## src/logic/graph_pkg.sv

```systemverilog
// vertex and work descriptor types, shared by the vertex job unit and its testbench
package graph_pkg;

	// width of each per-vertex field
	parameter int vertex_bits = 32;

	// one vertex job as handed to the consumer
	typedef struct packed {
		logic [vertex_bits-1:0] id;
		logic [vertex_bits-1:0] inverse_out_degree;
		logic [vertex_bits-1:0] inverse_edges_idx;
		logic [vertex_bits-1:0] parent;
	} vertex_t;

	// work descriptor, sampled on start
	typedef struct packed {
		logic [31:0] num_vertices;
		logic [31:0] id_base;
		logic [31:0] out_degree_base;
		logic [31:0] edges_idx_base;
		logic [31:0] parent_base;
	} job_desc_t;

endpackage

```

## src/logic/mem_pkg.sv

```systemverilog
// memory line, array tag, read command and read return types for the memory side of the unit
package mem_pkg;

	parameter int addr_bits = 32;

	// one line carries this many vertex words
	parameter int line_vertices = 4;
	parameter int line_bytes = 16;

	// vertex 0 sits in the most significant word
	typedef logic [line_vertices*graph_pkg::vertex_bits-1:0] line_t;

	// vertices in one chunk, 1 up to line_vertices
	typedef logic [2:0] count_t;

	typedef enum logic [1:0] {
		array_out_degree = 2'd0,
		array_edges_idx  = 2'd1,
		array_parent     = 2'd2
	} array_sel_e;

	typedef struct packed {
		logic [addr_bits-1:0] address;
		array_sel_e           array_sel;
		count_t               count;
	} read_command_t;

	// tag and data return together
	typedef struct packed {
		array_sel_e array_sel;
		line_t      line;
	} read_return_t;

endpackage

```

## src/logic/job_fifo.sv

```systemverilog
// fall-through queue with a typed payload, holds read commands or vertex jobs
`timescale 1ns/1ps

module job_fifo #(
	parameter type payload_t = logic [7:0],
	parameter int depth = 4,
	parameter int almost_full_level = depth
) (
	input  logic     clock,
	input  logic     rstn,
	input  logic     push,
	input  payload_t data_in,
	input  logic     pop,
	output payload_t data_out,
	output logic     empty,
	output logic     almost_full
);

	localparam int ptr_bits = (depth > 1) ? $clog2(depth) : 1;
	localparam int count_bits = $clog2(depth + 1);

	payload_t              mem [depth];
	logic [ptr_bits-1:0]   wr_ptr;
	logic [ptr_bits-1:0]   rd_ptr;
	logic [count_bits-1:0] count;

	// storage carries no reset
	always_ff @(posedge clock) begin
		if (push)
			mem[wr_ptr] <= data_in;
	end

	always_ff @(posedge clock or negedge rstn) begin
		if (!rstn) begin
			wr_ptr <= '0;
			rd_ptr <= '0;
			count  <= '0;
		end else begin
			if (push)
				wr_ptr <= (wr_ptr == ptr_bits'(depth - 1)) ? '0 : wr_ptr + 1'b1;
			if (pop)
				rd_ptr <= (rd_ptr == ptr_bits'(depth - 1)) ? '0 : rd_ptr + 1'b1;
			if (push && !pop)
				count <= count + 1'b1;
			else if (pop && !push)
				count <= count - 1'b1;
		end
	end

	// head visible without a read cycle
	assign data_out    = mem[rd_ptr];
	assign empty       = (count == '0);
	assign almost_full = (count >= count_bits'(almost_full_level));

	a_no_overflow: assert property (@(posedge clock) disable iff (!rstn)
		push |-> (count != count_bits'(depth)));
	a_no_underflow: assert property (@(posedge clock) disable iff (!rstn)
		pop |-> !empty);

endmodule

```

## src/logic/line_capture.sv

```systemverilog
// holds the returned out-degree, edges-idx and parent lines until the chunk is shifted out
`timescale 1ns/1ps

module line_capture (
	input  logic                 clock,
	input  logic                 rstn,
	input  logic                 return_valid,
	input  mem_pkg::read_return_t return_line,
	input  logic                 clear,
	output logic                 lines_ready,
	output mem_pkg::line_t       degree_line,
	output mem_pkg::line_t       edges_line,
	output mem_pkg::line_t       parent_line
);

	logic degree_seen;
	logic edges_seen;
	logic parent_seen;
	logic tag_seen;

	// arrival flags
	always_ff @(posedge clock or negedge rstn) begin
		if (!rstn) begin
			degree_seen <= 1'b0;
			edges_seen  <= 1'b0;
			parent_seen <= 1'b0;
		end else if (clear) begin
			degree_seen <= 1'b0;
			edges_seen  <= 1'b0;
			parent_seen <= 1'b0;
		end else if (return_valid) begin
			case (return_line.array_sel)
				mem_pkg::array_out_degree: degree_seen <= 1'b1;
				mem_pkg::array_edges_idx:  edges_seen  <= 1'b1;
				mem_pkg::array_parent:     parent_seen <= 1'b1;
				default: ;
			endcase
		end
	end

	// line data, stored under its tag
	always_ff @(posedge clock) begin
		if (return_valid) begin
			case (return_line.array_sel)
				mem_pkg::array_out_degree: degree_line <= return_line.line;
				mem_pkg::array_edges_idx:  edges_line  <= return_line.line;
				mem_pkg::array_parent:     parent_line <= return_line.line;
				default: ;
			endcase
		end
	end

	assign lines_ready = degree_seen && edges_seen && parent_seen;

	always_comb begin
		case (return_line.array_sel)
			mem_pkg::array_out_degree: tag_seen = degree_seen;
			mem_pkg::array_edges_idx:  tag_seen = edges_seen;
			mem_pkg::array_parent:     tag_seen = parent_seen;
			default:                   tag_seen = 1'b1;
		endcase
	end

	// one return per array per chunk, valid tags only
	a_single_return: assert property (@(posedge clock) disable iff (!rstn)
		return_valid |-> !tag_seen);

endmodule

```

## src/logic/read_sequencer.sv

```systemverilog
// splits a job into line-sized chunks and issues the three array reads of each chunk
`timescale 1ns/1ps

module read_sequencer (
	input  logic                  clock,
	input  logic                  rstn,
	input  logic                  start,
	input  graph_pkg::job_desc_t  job,
	input  logic                  command_empty,
	input  logic                  vertex_almost_full,
	input  logic                  chunk_done,
	output logic                  command_push,
	output mem_pkg::read_command_t command,
	output mem_pkg::count_t       chunk_count,
	output logic                  busy
);

	typedef enum logic [2:0] {
		idle,
		wait_room,
		issue_degree,
		issue_edges,
		issue_parent,
		wait_chunk
	} state_e;

	state_e                        state;
	graph_pkg::job_desc_t          job_q;
	logic [31:0]                   remaining;
	logic [mem_pkg::addr_bits-1:0] offset;
	mem_pkg::count_t               chunk_next;

	// full line unless this is the tail
	assign chunk_next = (remaining > 32'(mem_pkg::line_vertices)) ?
		mem_pkg::count_t'(mem_pkg::line_vertices) : mem_pkg::count_t'(remaining);

	//////////////////////////////
	// chunk FSM
	//////////////////////////////

	always_ff @(posedge clock or negedge rstn) begin
		if (!rstn) begin
			state       <= idle;
			remaining   <= '0;
			offset      <= '0;
			chunk_count <= '0;
		end else begin
			case (state)
				idle: begin
					if (start && job.num_vertices != '0) begin
						state     <= wait_room;
						remaining <= job.num_vertices;
						offset    <= '0;
					end
				end
				wait_room: begin
					// whole chunk must fit in the vertex queue
					if (command_empty && !vertex_almost_full) begin
						state       <= issue_degree;
						chunk_count <= chunk_next;
					end
				end
				issue_degree: state <= issue_edges;
				issue_edges:  state <= issue_parent;
				issue_parent: begin
					state     <= wait_chunk;
					remaining <= remaining - 32'(chunk_count);
					offset    <= offset + mem_pkg::line_bytes;
				end
				wait_chunk: begin
					if (chunk_done)
						state <= (remaining == '0) ? idle : wait_room;
				end
				default: state <= idle;
			endcase
		end
	end

	always_ff @(posedge clock) begin
		if (state == idle && start)
			job_q <= job;
	end

	//////////////////////////////
	// command build
	//////////////////////////////

	always_comb begin
		command.count     = chunk_count;
		command.array_sel = mem_pkg::array_out_degree;
		command.address   = job_q.out_degree_base + offset;
		case (state)
			issue_edges: begin
				command.array_sel = mem_pkg::array_edges_idx;
				command.address   = job_q.edges_idx_base + offset;
			end
			issue_parent: begin
				command.array_sel = mem_pkg::array_parent;
				command.address   = job_q.parent_base + offset;
			end
			default: ;
		endcase
	end

	assign command_push = (state == issue_degree) || (state == issue_edges) ||
		(state == issue_parent);
	assign busy = (state != idle);

	// assembler only finishes a chunk we issued
	a_done_in_wait: assert property (@(posedge clock) disable iff (!rstn)
		chunk_done |-> (state == wait_chunk));

endmodule

```

## src/logic/vertex_assembler.sv

```systemverilog
// shifts the three captured lines out as one vertex job per cycle and closes the chunk
`timescale 1ns/1ps

module vertex_assembler (
	input  logic              clock,
	input  logic              rstn,
	input  logic              busy,
	input  logic              lines_ready,
	input  mem_pkg::line_t    degree_line,
	input  mem_pkg::line_t    edges_line,
	input  mem_pkg::line_t    parent_line,
	input  mem_pkg::count_t   chunk_count,
	input  logic [31:0]       id_base,
	output logic              vertex_push,
	output graph_pkg::vertex_t vertex,
	output logic              chunk_done
);

	localparam int top_bit = $bits(mem_pkg::line_t) - 1;

	logic                              shifting;
	mem_pkg::count_t                   left;
	mem_pkg::line_t                    degree_shift;
	mem_pkg::line_t                    edges_shift;
	mem_pkg::line_t                    parent_shift;
	logic [graph_pkg::vertex_bits-1:0] next_id;

	always_ff @(posedge clock or negedge rstn) begin
		if (!rstn) begin
			shifting   <= 1'b0;
			left       <= '0;
			chunk_done <= 1'b0;
			next_id    <= '0;
		end else begin
			chunk_done <= 1'b0;
			// lines_ready still high during chunk_done, so skip that cycle
			if (!shifting && !chunk_done && lines_ready) begin
				shifting <= 1'b1;
				left     <= chunk_count;
			end else if (shifting) begin
				left <= left - mem_pkg::count_t'(1);
				if (left == mem_pkg::count_t'(1)) begin
					shifting   <= 1'b0;
					chunk_done <= 1'b1;
				end
			end
			// id restarts from the descriptor base between jobs
			if (!busy)
				next_id <= id_base;
			else if (shifting)
				next_id <= next_id + 32'd1;
		end
	end

	always_ff @(posedge clock) begin
		if (!shifting && !chunk_done && lines_ready) begin
			degree_shift <= degree_line;
			edges_shift  <= edges_line;
			parent_shift <= parent_line;
		end else if (shifting) begin
			degree_shift <= degree_shift << graph_pkg::vertex_bits;
			edges_shift  <= edges_shift << graph_pkg::vertex_bits;
			parent_shift <= parent_shift << graph_pkg::vertex_bits;
		end
	end

	// top word of each line is the current vertex
	assign vertex.id                 = next_id;
	assign vertex.inverse_out_degree = degree_shift[top_bit -: graph_pkg::vertex_bits];
	assign vertex.inverse_edges_idx  = edges_shift[top_bit -: graph_pkg::vertex_bits];
	assign vertex.parent             = parent_shift[top_bit -: graph_pkg::vertex_bits];
	assign vertex_push               = shifting;

	a_count_range: assert property (@(posedge clock) disable iff (!rstn)
		shifting |-> (chunk_count != '0 &&
			chunk_count <= mem_pkg::count_t'(mem_pkg::line_vertices)));

endmodule

```

## src/logic/vertex_job_control.sv

```systemverilog
// vertex job unit top level, connects command issue, line capture, assembly and both queues
`timescale 1ns/1ps

module vertex_job_control #(
	parameter int command_depth = 4,
	parameter int vertex_depth = 16
) (
	input  logic                   clock,
	input  logic                   rstn,
	input  logic                   start,
	input  graph_pkg::job_desc_t   job,
	output logic                   busy,
	output logic                   read_command_request,
	output mem_pkg::read_command_t read_command,
	input  logic                   read_command_grant,
	input  logic                   read_return_valid,
	input  mem_pkg::read_return_t  read_return,
	output logic                   vertex_valid,
	output graph_pkg::vertex_t     vertex,
	input  logic                   vertex_request
);

	logic                   command_push;
	mem_pkg::read_command_t command;
	logic                   command_empty;
	mem_pkg::count_t        chunk_count;
	logic                   chunk_done;
	logic                   lines_ready;
	mem_pkg::line_t         degree_line;
	mem_pkg::line_t         edges_line;
	mem_pkg::line_t         parent_line;
	logic                   vertex_push;
	graph_pkg::vertex_t     assembled;
	logic                   vertex_empty;
	logic                   vertex_almost_full;

	assign read_command_request = !command_empty;
	assign vertex_valid         = !vertex_empty;

	read_sequencer u_sequencer (
		.clock             (clock),
		.rstn              (rstn),
		.start             (start),
		.job               (job),
		.command_empty     (command_empty),
		.vertex_almost_full(vertex_almost_full),
		.chunk_done        (chunk_done),
		.command_push      (command_push),
		.command           (command),
		.chunk_count       (chunk_count),
		.busy              (busy)
	);

	// command queue, popped on request and grant
	job_fifo #(
		.payload_t        (mem_pkg::read_command_t),
		.depth            (command_depth),
		.almost_full_level(command_depth)
	) u_command_fifo (
		.clock      (clock),
		.rstn       (rstn),
		.push       (command_push),
		.data_in    (command),
		.pop        (read_command_request && read_command_grant),
		.data_out   (read_command),
		.empty      (command_empty),
		.almost_full()
	);

	line_capture u_capture (
		.clock       (clock),
		.rstn        (rstn),
		.return_valid(read_return_valid),
		.return_line (read_return),
		.clear       (chunk_done),
		.lines_ready (lines_ready),
		.degree_line (degree_line),
		.edges_line  (edges_line),
		.parent_line (parent_line)
	);

	vertex_assembler u_assembler (
		.clock      (clock),
		.rstn       (rstn),
		.busy       (busy),
		.lines_ready(lines_ready),
		.degree_line(degree_line),
		.edges_line (edges_line),
		.parent_line(parent_line),
		.chunk_count(chunk_count),
		.id_base    (job.id_base),
		.vertex_push(vertex_push),
		.vertex     (assembled),
		.chunk_done (chunk_done)
	);

	// leaves room for one full chunk
	job_fifo #(
		.payload_t        (graph_pkg::vertex_t),
		.depth            (vertex_depth),
		.almost_full_level(vertex_depth - mem_pkg::line_vertices)
	) u_vertex_fifo (
		.clock      (clock),
		.rstn       (rstn),
		.push       (vertex_push),
		.data_in    (assembled),
		.pop        (vertex_request && vertex_valid),
		.data_out   (vertex),
		.empty      (vertex_empty),
		.almost_full(vertex_almost_full)
	);

endmodule

```

## config.mk

```make
export PLATFORM = sky130hd
export DESIGN_NAME = vertex_job_control
export DESIGN_NICKNAME = d
export VERILOG_FILES = /design/src/logic/graph_pkg.sv /design/src/logic/mem_pkg.sv /design/src/logic/job_fifo.sv /design/src/logic/line_capture.sv /design/src/logic/read_sequencer.sv /design/src/logic/vertex_assembler.sv /design/src/logic/vertex_job_control.sv
export SDC_FILE = /design/constraint.sdc
export NUM_CORES = 2
export LEC_CHECK = 0
export BUFFER_PORTS_ARGS = -buffer_cell sky130_fd_sc_hd__buf_2
export CAP_MARGIN = 20
export CORE_MARGIN = 8
export CORE_UTILIZATION = 55
export DETAILED_ROUTE_END_ITERATION = 10
export GPL_TIMING_DRIVEN = 0
export HOLD_SLACK_MARGIN = 0.05
export PLACE_DENSITY = 0.72
export SKIP_CTS_REPAIR_TIMING = 1
export SLEW_MARGIN = 20
export SYNTH_ARGS = -nofsm -noshare
export SYNTH_HDL_FRONTEND = slang
export SYNTH_SLANG_ARGS = --single-unit
```

## constraint.sdc

```tcl
create_clock -name clock -period 12.68 [get_ports clock]
set_input_delay 2.536 -clock clock [delete_from_list [all_inputs] [get_ports clock]]
set_output_delay 2.536 -clock clock [all_outputs]
set_load 0.05 [all_outputs]
```

# After elaboration in Yosys (flattened, before gate mapping)

Memory sizes are Yosys's and may differ from the RTL's.
Cells that the tools add are included.

Flip-flop bits (word level): 994
RAM bits: 2196
Memories: 2
Output and inout port bits: 168

Eq/ne operators: 16
Order comparisons: 2
Muxes and demuxes: 48
Reduce and logical (&&, ||, !) cells: 47
Add/subtract/negate cells: 15

Memory list:

| name               | words | bits a word | rd ports | clocked after memory_dff | wr ports | RTL line       | source |
|---|---|---|---|---|---|---|---|
| u_vertex_fifo.mem  | 16    | 128         | 1        | 0                        | 1        | job_fifo.sv:22 | `payload_t mem [depth];` |
| u_command_fifo.mem | 4     | 37          | 1        | 0                        | 1        | job_fifo.sv:22 |  |

Operator list:

| operator              | count |
|---|---|
| $mux 128              | 6 |
| $mux 32               | 4 |
| $pmux 32 s2           | 2 |
| $add 32x32->32        | 3 |
| $pmux 34 s2           | 1 |
| $add 32x1->32 const B | 1 |
| $add 32x5->32 const B | 1 |
| $gt 32x3->1 const B   | 1 |
| $logic_not 32->1      | 1 |
| $reduce_bool 32->1    | 1 |
| $sub 32x3->32         | 1 |
| $mux 3                | 8 |
| $mux 1                | 20 |
| $pmux 3 s6            | 1 |
| $reduce_and 2->1      | 8 |
| $reduce_bool 2->1     | 8 |
| $logic_and 1x1->1     | 13 |
| $mux 5                | 2 |
| $add 4x1->4 const B   | 2 |
| $eq 4x4->1 const B    | 2 |
| $logic_not 1->1       | 8 |
| $mux 4                | 2 |
| $eq 2x2->1 const B    | 3 |
| $eq 3x1->1 const B    | 2 |
| other kinds (18)      | 27 |

# Depth between registers and ports, before layout

Depth after elaboration: 7
Depth in mapped cells: 18

# By module

A second synthesis with hierarchy kept.

Cell total of the unflattened synthesis: 6360
Area total of the unflattened synthesis: 123355.8 µm²

Modules (own cells, without submodules):

| module                     | instances | cells an instance | area an instance (µm²) |
|---|---|---|---|
| job_fifo at u_vertex_fifo  | 1         | 3764              | 78945.7 |
| vertex_assembler           | 1         | 1142              | 18475.2 |
| line_capture               | 1         | 396               | 11673.7 |
| read_sequencer             | 1         | 824               | 8501.9 |
| job_fifo at u_command_fifo | 1         | 230               | 5739.3 |
| vertex_job_control         | 1         | 4                 | 20.0 |

# Least setup slack after synthesis

OpenSTA, ideal clock, no wires.

Kind: input to register
Start point: input port read_return[129] in the netlist's numbering
End point: register u_capture.degree_line[0] (enable)
Setup slack: -13 ps
Stages on the path: 1
Path buffers: 0
Arrival: 11889 ps
Library setup time: 803 ps
Path through: nor3b_1

Cells in the longest elaborated chain, start to end: 2

Ends and longest elaborated chain:

| what                       | RTL line                 | source |
|---|---|---|
| from (decl)                | vertex_job_control.sv:17 | `input mem_pkg::read_return_t read_return,` |
| $logic_not 2->1            | --                       |  |
| $reduce_and 2->1 (no line) | --                       |  |
| to (signal assigned)       | line_capture.sv:45       | `mem_pkg::array_out_degree: degree_line <= return_line.line;` |
| to (decl)                  | line_capture.sv:11       | `output mem_pkg::line_t degree_line,` |

Every way passes these cells.
A chain may end at the register's enable or synchronous reset.

==> flow_summary.yaml <==
status:
  status: "complete, no violations"
worst_setup_path:
  crit_arrival_ns: 5.80
  end_kind: "output port"
  setup.worst_path.class: "reg -> out"
  startpoint: "u_vertex_fifo.rd_ptr[0]"
  path_cells: "clkbuf_1 > clkbuf_1 > clkbuf_2 > buf_1 > mux2i_1 > a21oi_1 > o21ai_0 > nand2_1 > buf_2"
  reg2reg_from: "u_sequencer.state[1]"
  critPathLaunchType: "flop"
  worst_path_most_repeated_cell: "clkbuf_1"
  slowest_delay_ns: 0.94
  slowest_stage: "clkbuf_1"
  crit_fanout: 10
  required_ns: 10.14
final_layout:
  drive_gt1_frac: 0.195
  fillers: 14600
  final_cells: 11200
  fin_nets: 8286
  final_area_sq_um: 142000
  area_delta_synth_final_pct: 16.5
synthesis:
  synth_edf_count: 3060
  synth_area_leaders: "edfxtp_1 (75%), mux4_2 (5.4%), nand2_1 (3.6%), mux2i_1 (3.2%), dfrtp_1 (2.6%)"
  synth.top_cell.area_share: 0.753
  async_reset_ff_frac: 0.0395
  syn_inst: 6953
  yosysWarningCount: 0
  avgSynthCellArea_sq_um: 17.6
  synth.cell_area_sq_um: 122000
  synth_top_area_cell: "edfxtp_1"
  ys_ff_latch: 3186
  synth_cell_type_count: 65
  dominantRegCellSynth: "edfxtp_1"
  yosysSeqAreaShare: 0.779
  syn_nets: 7302
placement:
  io_buffer_count: 463
  dp_hpwl_mm: 227
  placed_area_sq_um: 132000
  gp_congestion: 0.866
  place_ws_ns: 5.57
  placed_cells: 10600
floorplanning:
  die-area_sq_um: 237000
  die_w_um: 487
  coreArea_sq_um: 221000
  placementRows: 173
  initial_core_util: 0.551
  fp.dieH_um: 487
  io_pins: 464
clocking:
  cts_buffer_depth: 4
  cts.sinks: 3186
  path_clk_slew_ns: 0.06
  cts_made_buffers: 327
  htreeDepth: 5
  cts_tree: "yes"
  insertion_delay_ns: 0.96
  cts_root_buf: "clkbuf_16"
global_routing:
  track_usage: 0.271
  grt_pass1_wl_mm: 468
  grt_pass1_vias: 68400
  grt_start_max_net_pins: 80
  grt-ovfl-total: 0
  grt_antenna_before_repair: 98
drt:
  wl_per_cell_um: 29.4
  drt_wl_total_mm: 330
  dr.first_iter.drc_count: 8723
  vias_per_cell: 6.13
  drtPass1Iterations: 6
  vias: 68600
  remaining_drc_errors: 0
  antenna_left: 0
worst_hold_path:
  hold_class: "reg -> reg"
  hp-start: "u_capture.degree_line[72]"
power:
  ir_drop_v: 0.000236
  total_leakage_power_nw: 49.5
  power_density_nw_per_um2: 274
timing:
  setup_violations: 0
  relSlewSlack: 0.187
  fin_crit_ns: 8.34
  rsz0062_at_grt: "false"
  fin_ws_ns: 4.34
  clock.fmax_ghz: 0.120
  min_period_over_period: 0.658
  slew_viol_final: 0
  tightest_slew_ns: 1.22
  hold_viol: 0
  finalClockSkew_ns: 0.0787
job:
  maxCapViolCount: 0
-- final timing paths --
path / slack [ns] / cells after the start / to
max in group asynchronous: 10.32 / 2 / u_sequencer.state[1]
max: 4.34 / 9 / vertex[100]
min: 0.44 / 2 / u_assembler.degree_shift[72]
min in group asynchronous: 1.50 / 1 / u_command_fifo.rd_ptr[0]
max reg2reg: 7.10 / 17 / u_command_fifo.mem[0][27]
min reg2reg: 0.44 / 2 / u_assembler.degree_shift[72]
-- cell usage in the layout (no fill, tap or decap), drive strengths merged, types with 18 or more instances in the layout --
master and n:
edfxtp 3060, nand2 1163, buf 720, clkbuf 678
mux2i 388, o21ai 311, mux4 293, a21oi 208
a22oi 160, mux2 137, a221oi 129, clkinv 128
dfrtp 126, and2 103, nor2 85, nand3 52
ha 50, diode 45, xor2 40, xnor2 36
inv 34, nand4 27, bufinv 27, o211ai 25
and3 18
-- kinds of logic after synthesis --
kind of cell	Yosys count	synth area share
and+or+nand+nor	1536	0.0530
AOI/OAI and AO/OA	912	0.0471
adders and majority gates	53	0.00562
buffers and inverters	371	0.0114
other	1	0.0000307
xor gates and xnor gates	76	0.00545
DFF	3186	0.779
muxes	818	0.0985
-- sequential cells by signal, indices dropped and copies added (netlist names), 96 cells and up --
| name | cells |
|---|---|
| u_vertex_fifo.mem | 2048 |
| u_command_fifo.mem | 148 |
| u_assembler.degree_shift | 128 |
| u_assembler.edges_shift | 128 |
| u_assembler.parent_shift | 128 |
| u_capture.degree_line | 128 |
| u_capture.edges_line | 128 |
| u_capture.parent_line | 128 |
| u_sequencer.job_q | 96 |
-- per-layer routing --
layer  wire length [um]  part of all wire  GRT usage  up-vias
met1             120000              0.37      0.351    34500
met4              16400             0.050      0.122       92
li1                   -                 -          -    29200
met3              40900              0.12     0.0960      770
met2             151000              0.46      0.417     4061
met5                621            0.0019          0        -
-- Yosys cell counts, types with 11 or more instances --
cell type  count
buf_1         71
o211ai_1      24
a221oi_1     129
xor2_1        40
and3_1        18
nand2_1     1163
mux4_2       293
mux2i_1      388
nand3_1       52
inv_1         27
nor3_1        12
ha_1          50
o311ai_0      13
a22oi_1      160
and2_1       103
clkbuf_1     271
mux2_2       137
nor2b_1       11
nand2b_1      11
xnor2_1       36
dfrtp_1      126
edfxtp_1    3060
a21oi_1      208
nor4_1        16
or3_1         11
nor2_1        85
a21o_1        16
nand4_1       27
o21ai_0      310
-- layout make-up --
class                      count  area [sq um]  share of cell area
antenna                       45           113            0.000792
buffer                       343          1330             0.00932
clock buffer                 400          8590              0.0604
clock inverter               168          1560              0.0109
inverter                      28           105            0.000739
multi-input combinational   3396         25800               0.181
sequential                  3186         95000               0.668
tap                         2975          3720              0.0262
timing repair buffer         655          5980              0.0421
-- report_power, final --
group / leakage (nW) / internal [mW] / switching [mW]
clock network: 4.98 / 5.35 / 3.88
logic: 14.8 / 3.76 / 9.39
registers: 29.7 / 15.0 / 1.49
total: 49.5 / 24.1 / 14.8
-- stage by stage --
stage / power [mW] / TNS, ns / hold slack, ns / util
after detailed placement: 29.7 / 0 / 0.457 / 0.596
final: 38.9 / 0 / 0.443 / 0.642
after global routing: 40.2 / 0 / 0.467 / 0.642
after global placement: 29.3 / -5491.18 / 0.448 / 0.578
after CTS: 38.9 / 0 / 0.446 / 0.642
after floorplan: 24.3 / 0 / 0.434 / -
-- critical path, delay by kind of cell, from the launching register on --
| kind | cells | cell delay [ns] |
|---|---|---|
| buf+inv | 5 | 3.33 |
| flops | 1 | 0.46 |
| compound gates | 2 | 0.45 |
| simple gates | 1 | 0.34 |
| mux | 1 | 0.21 |
(Power assumes the default switching activity.)
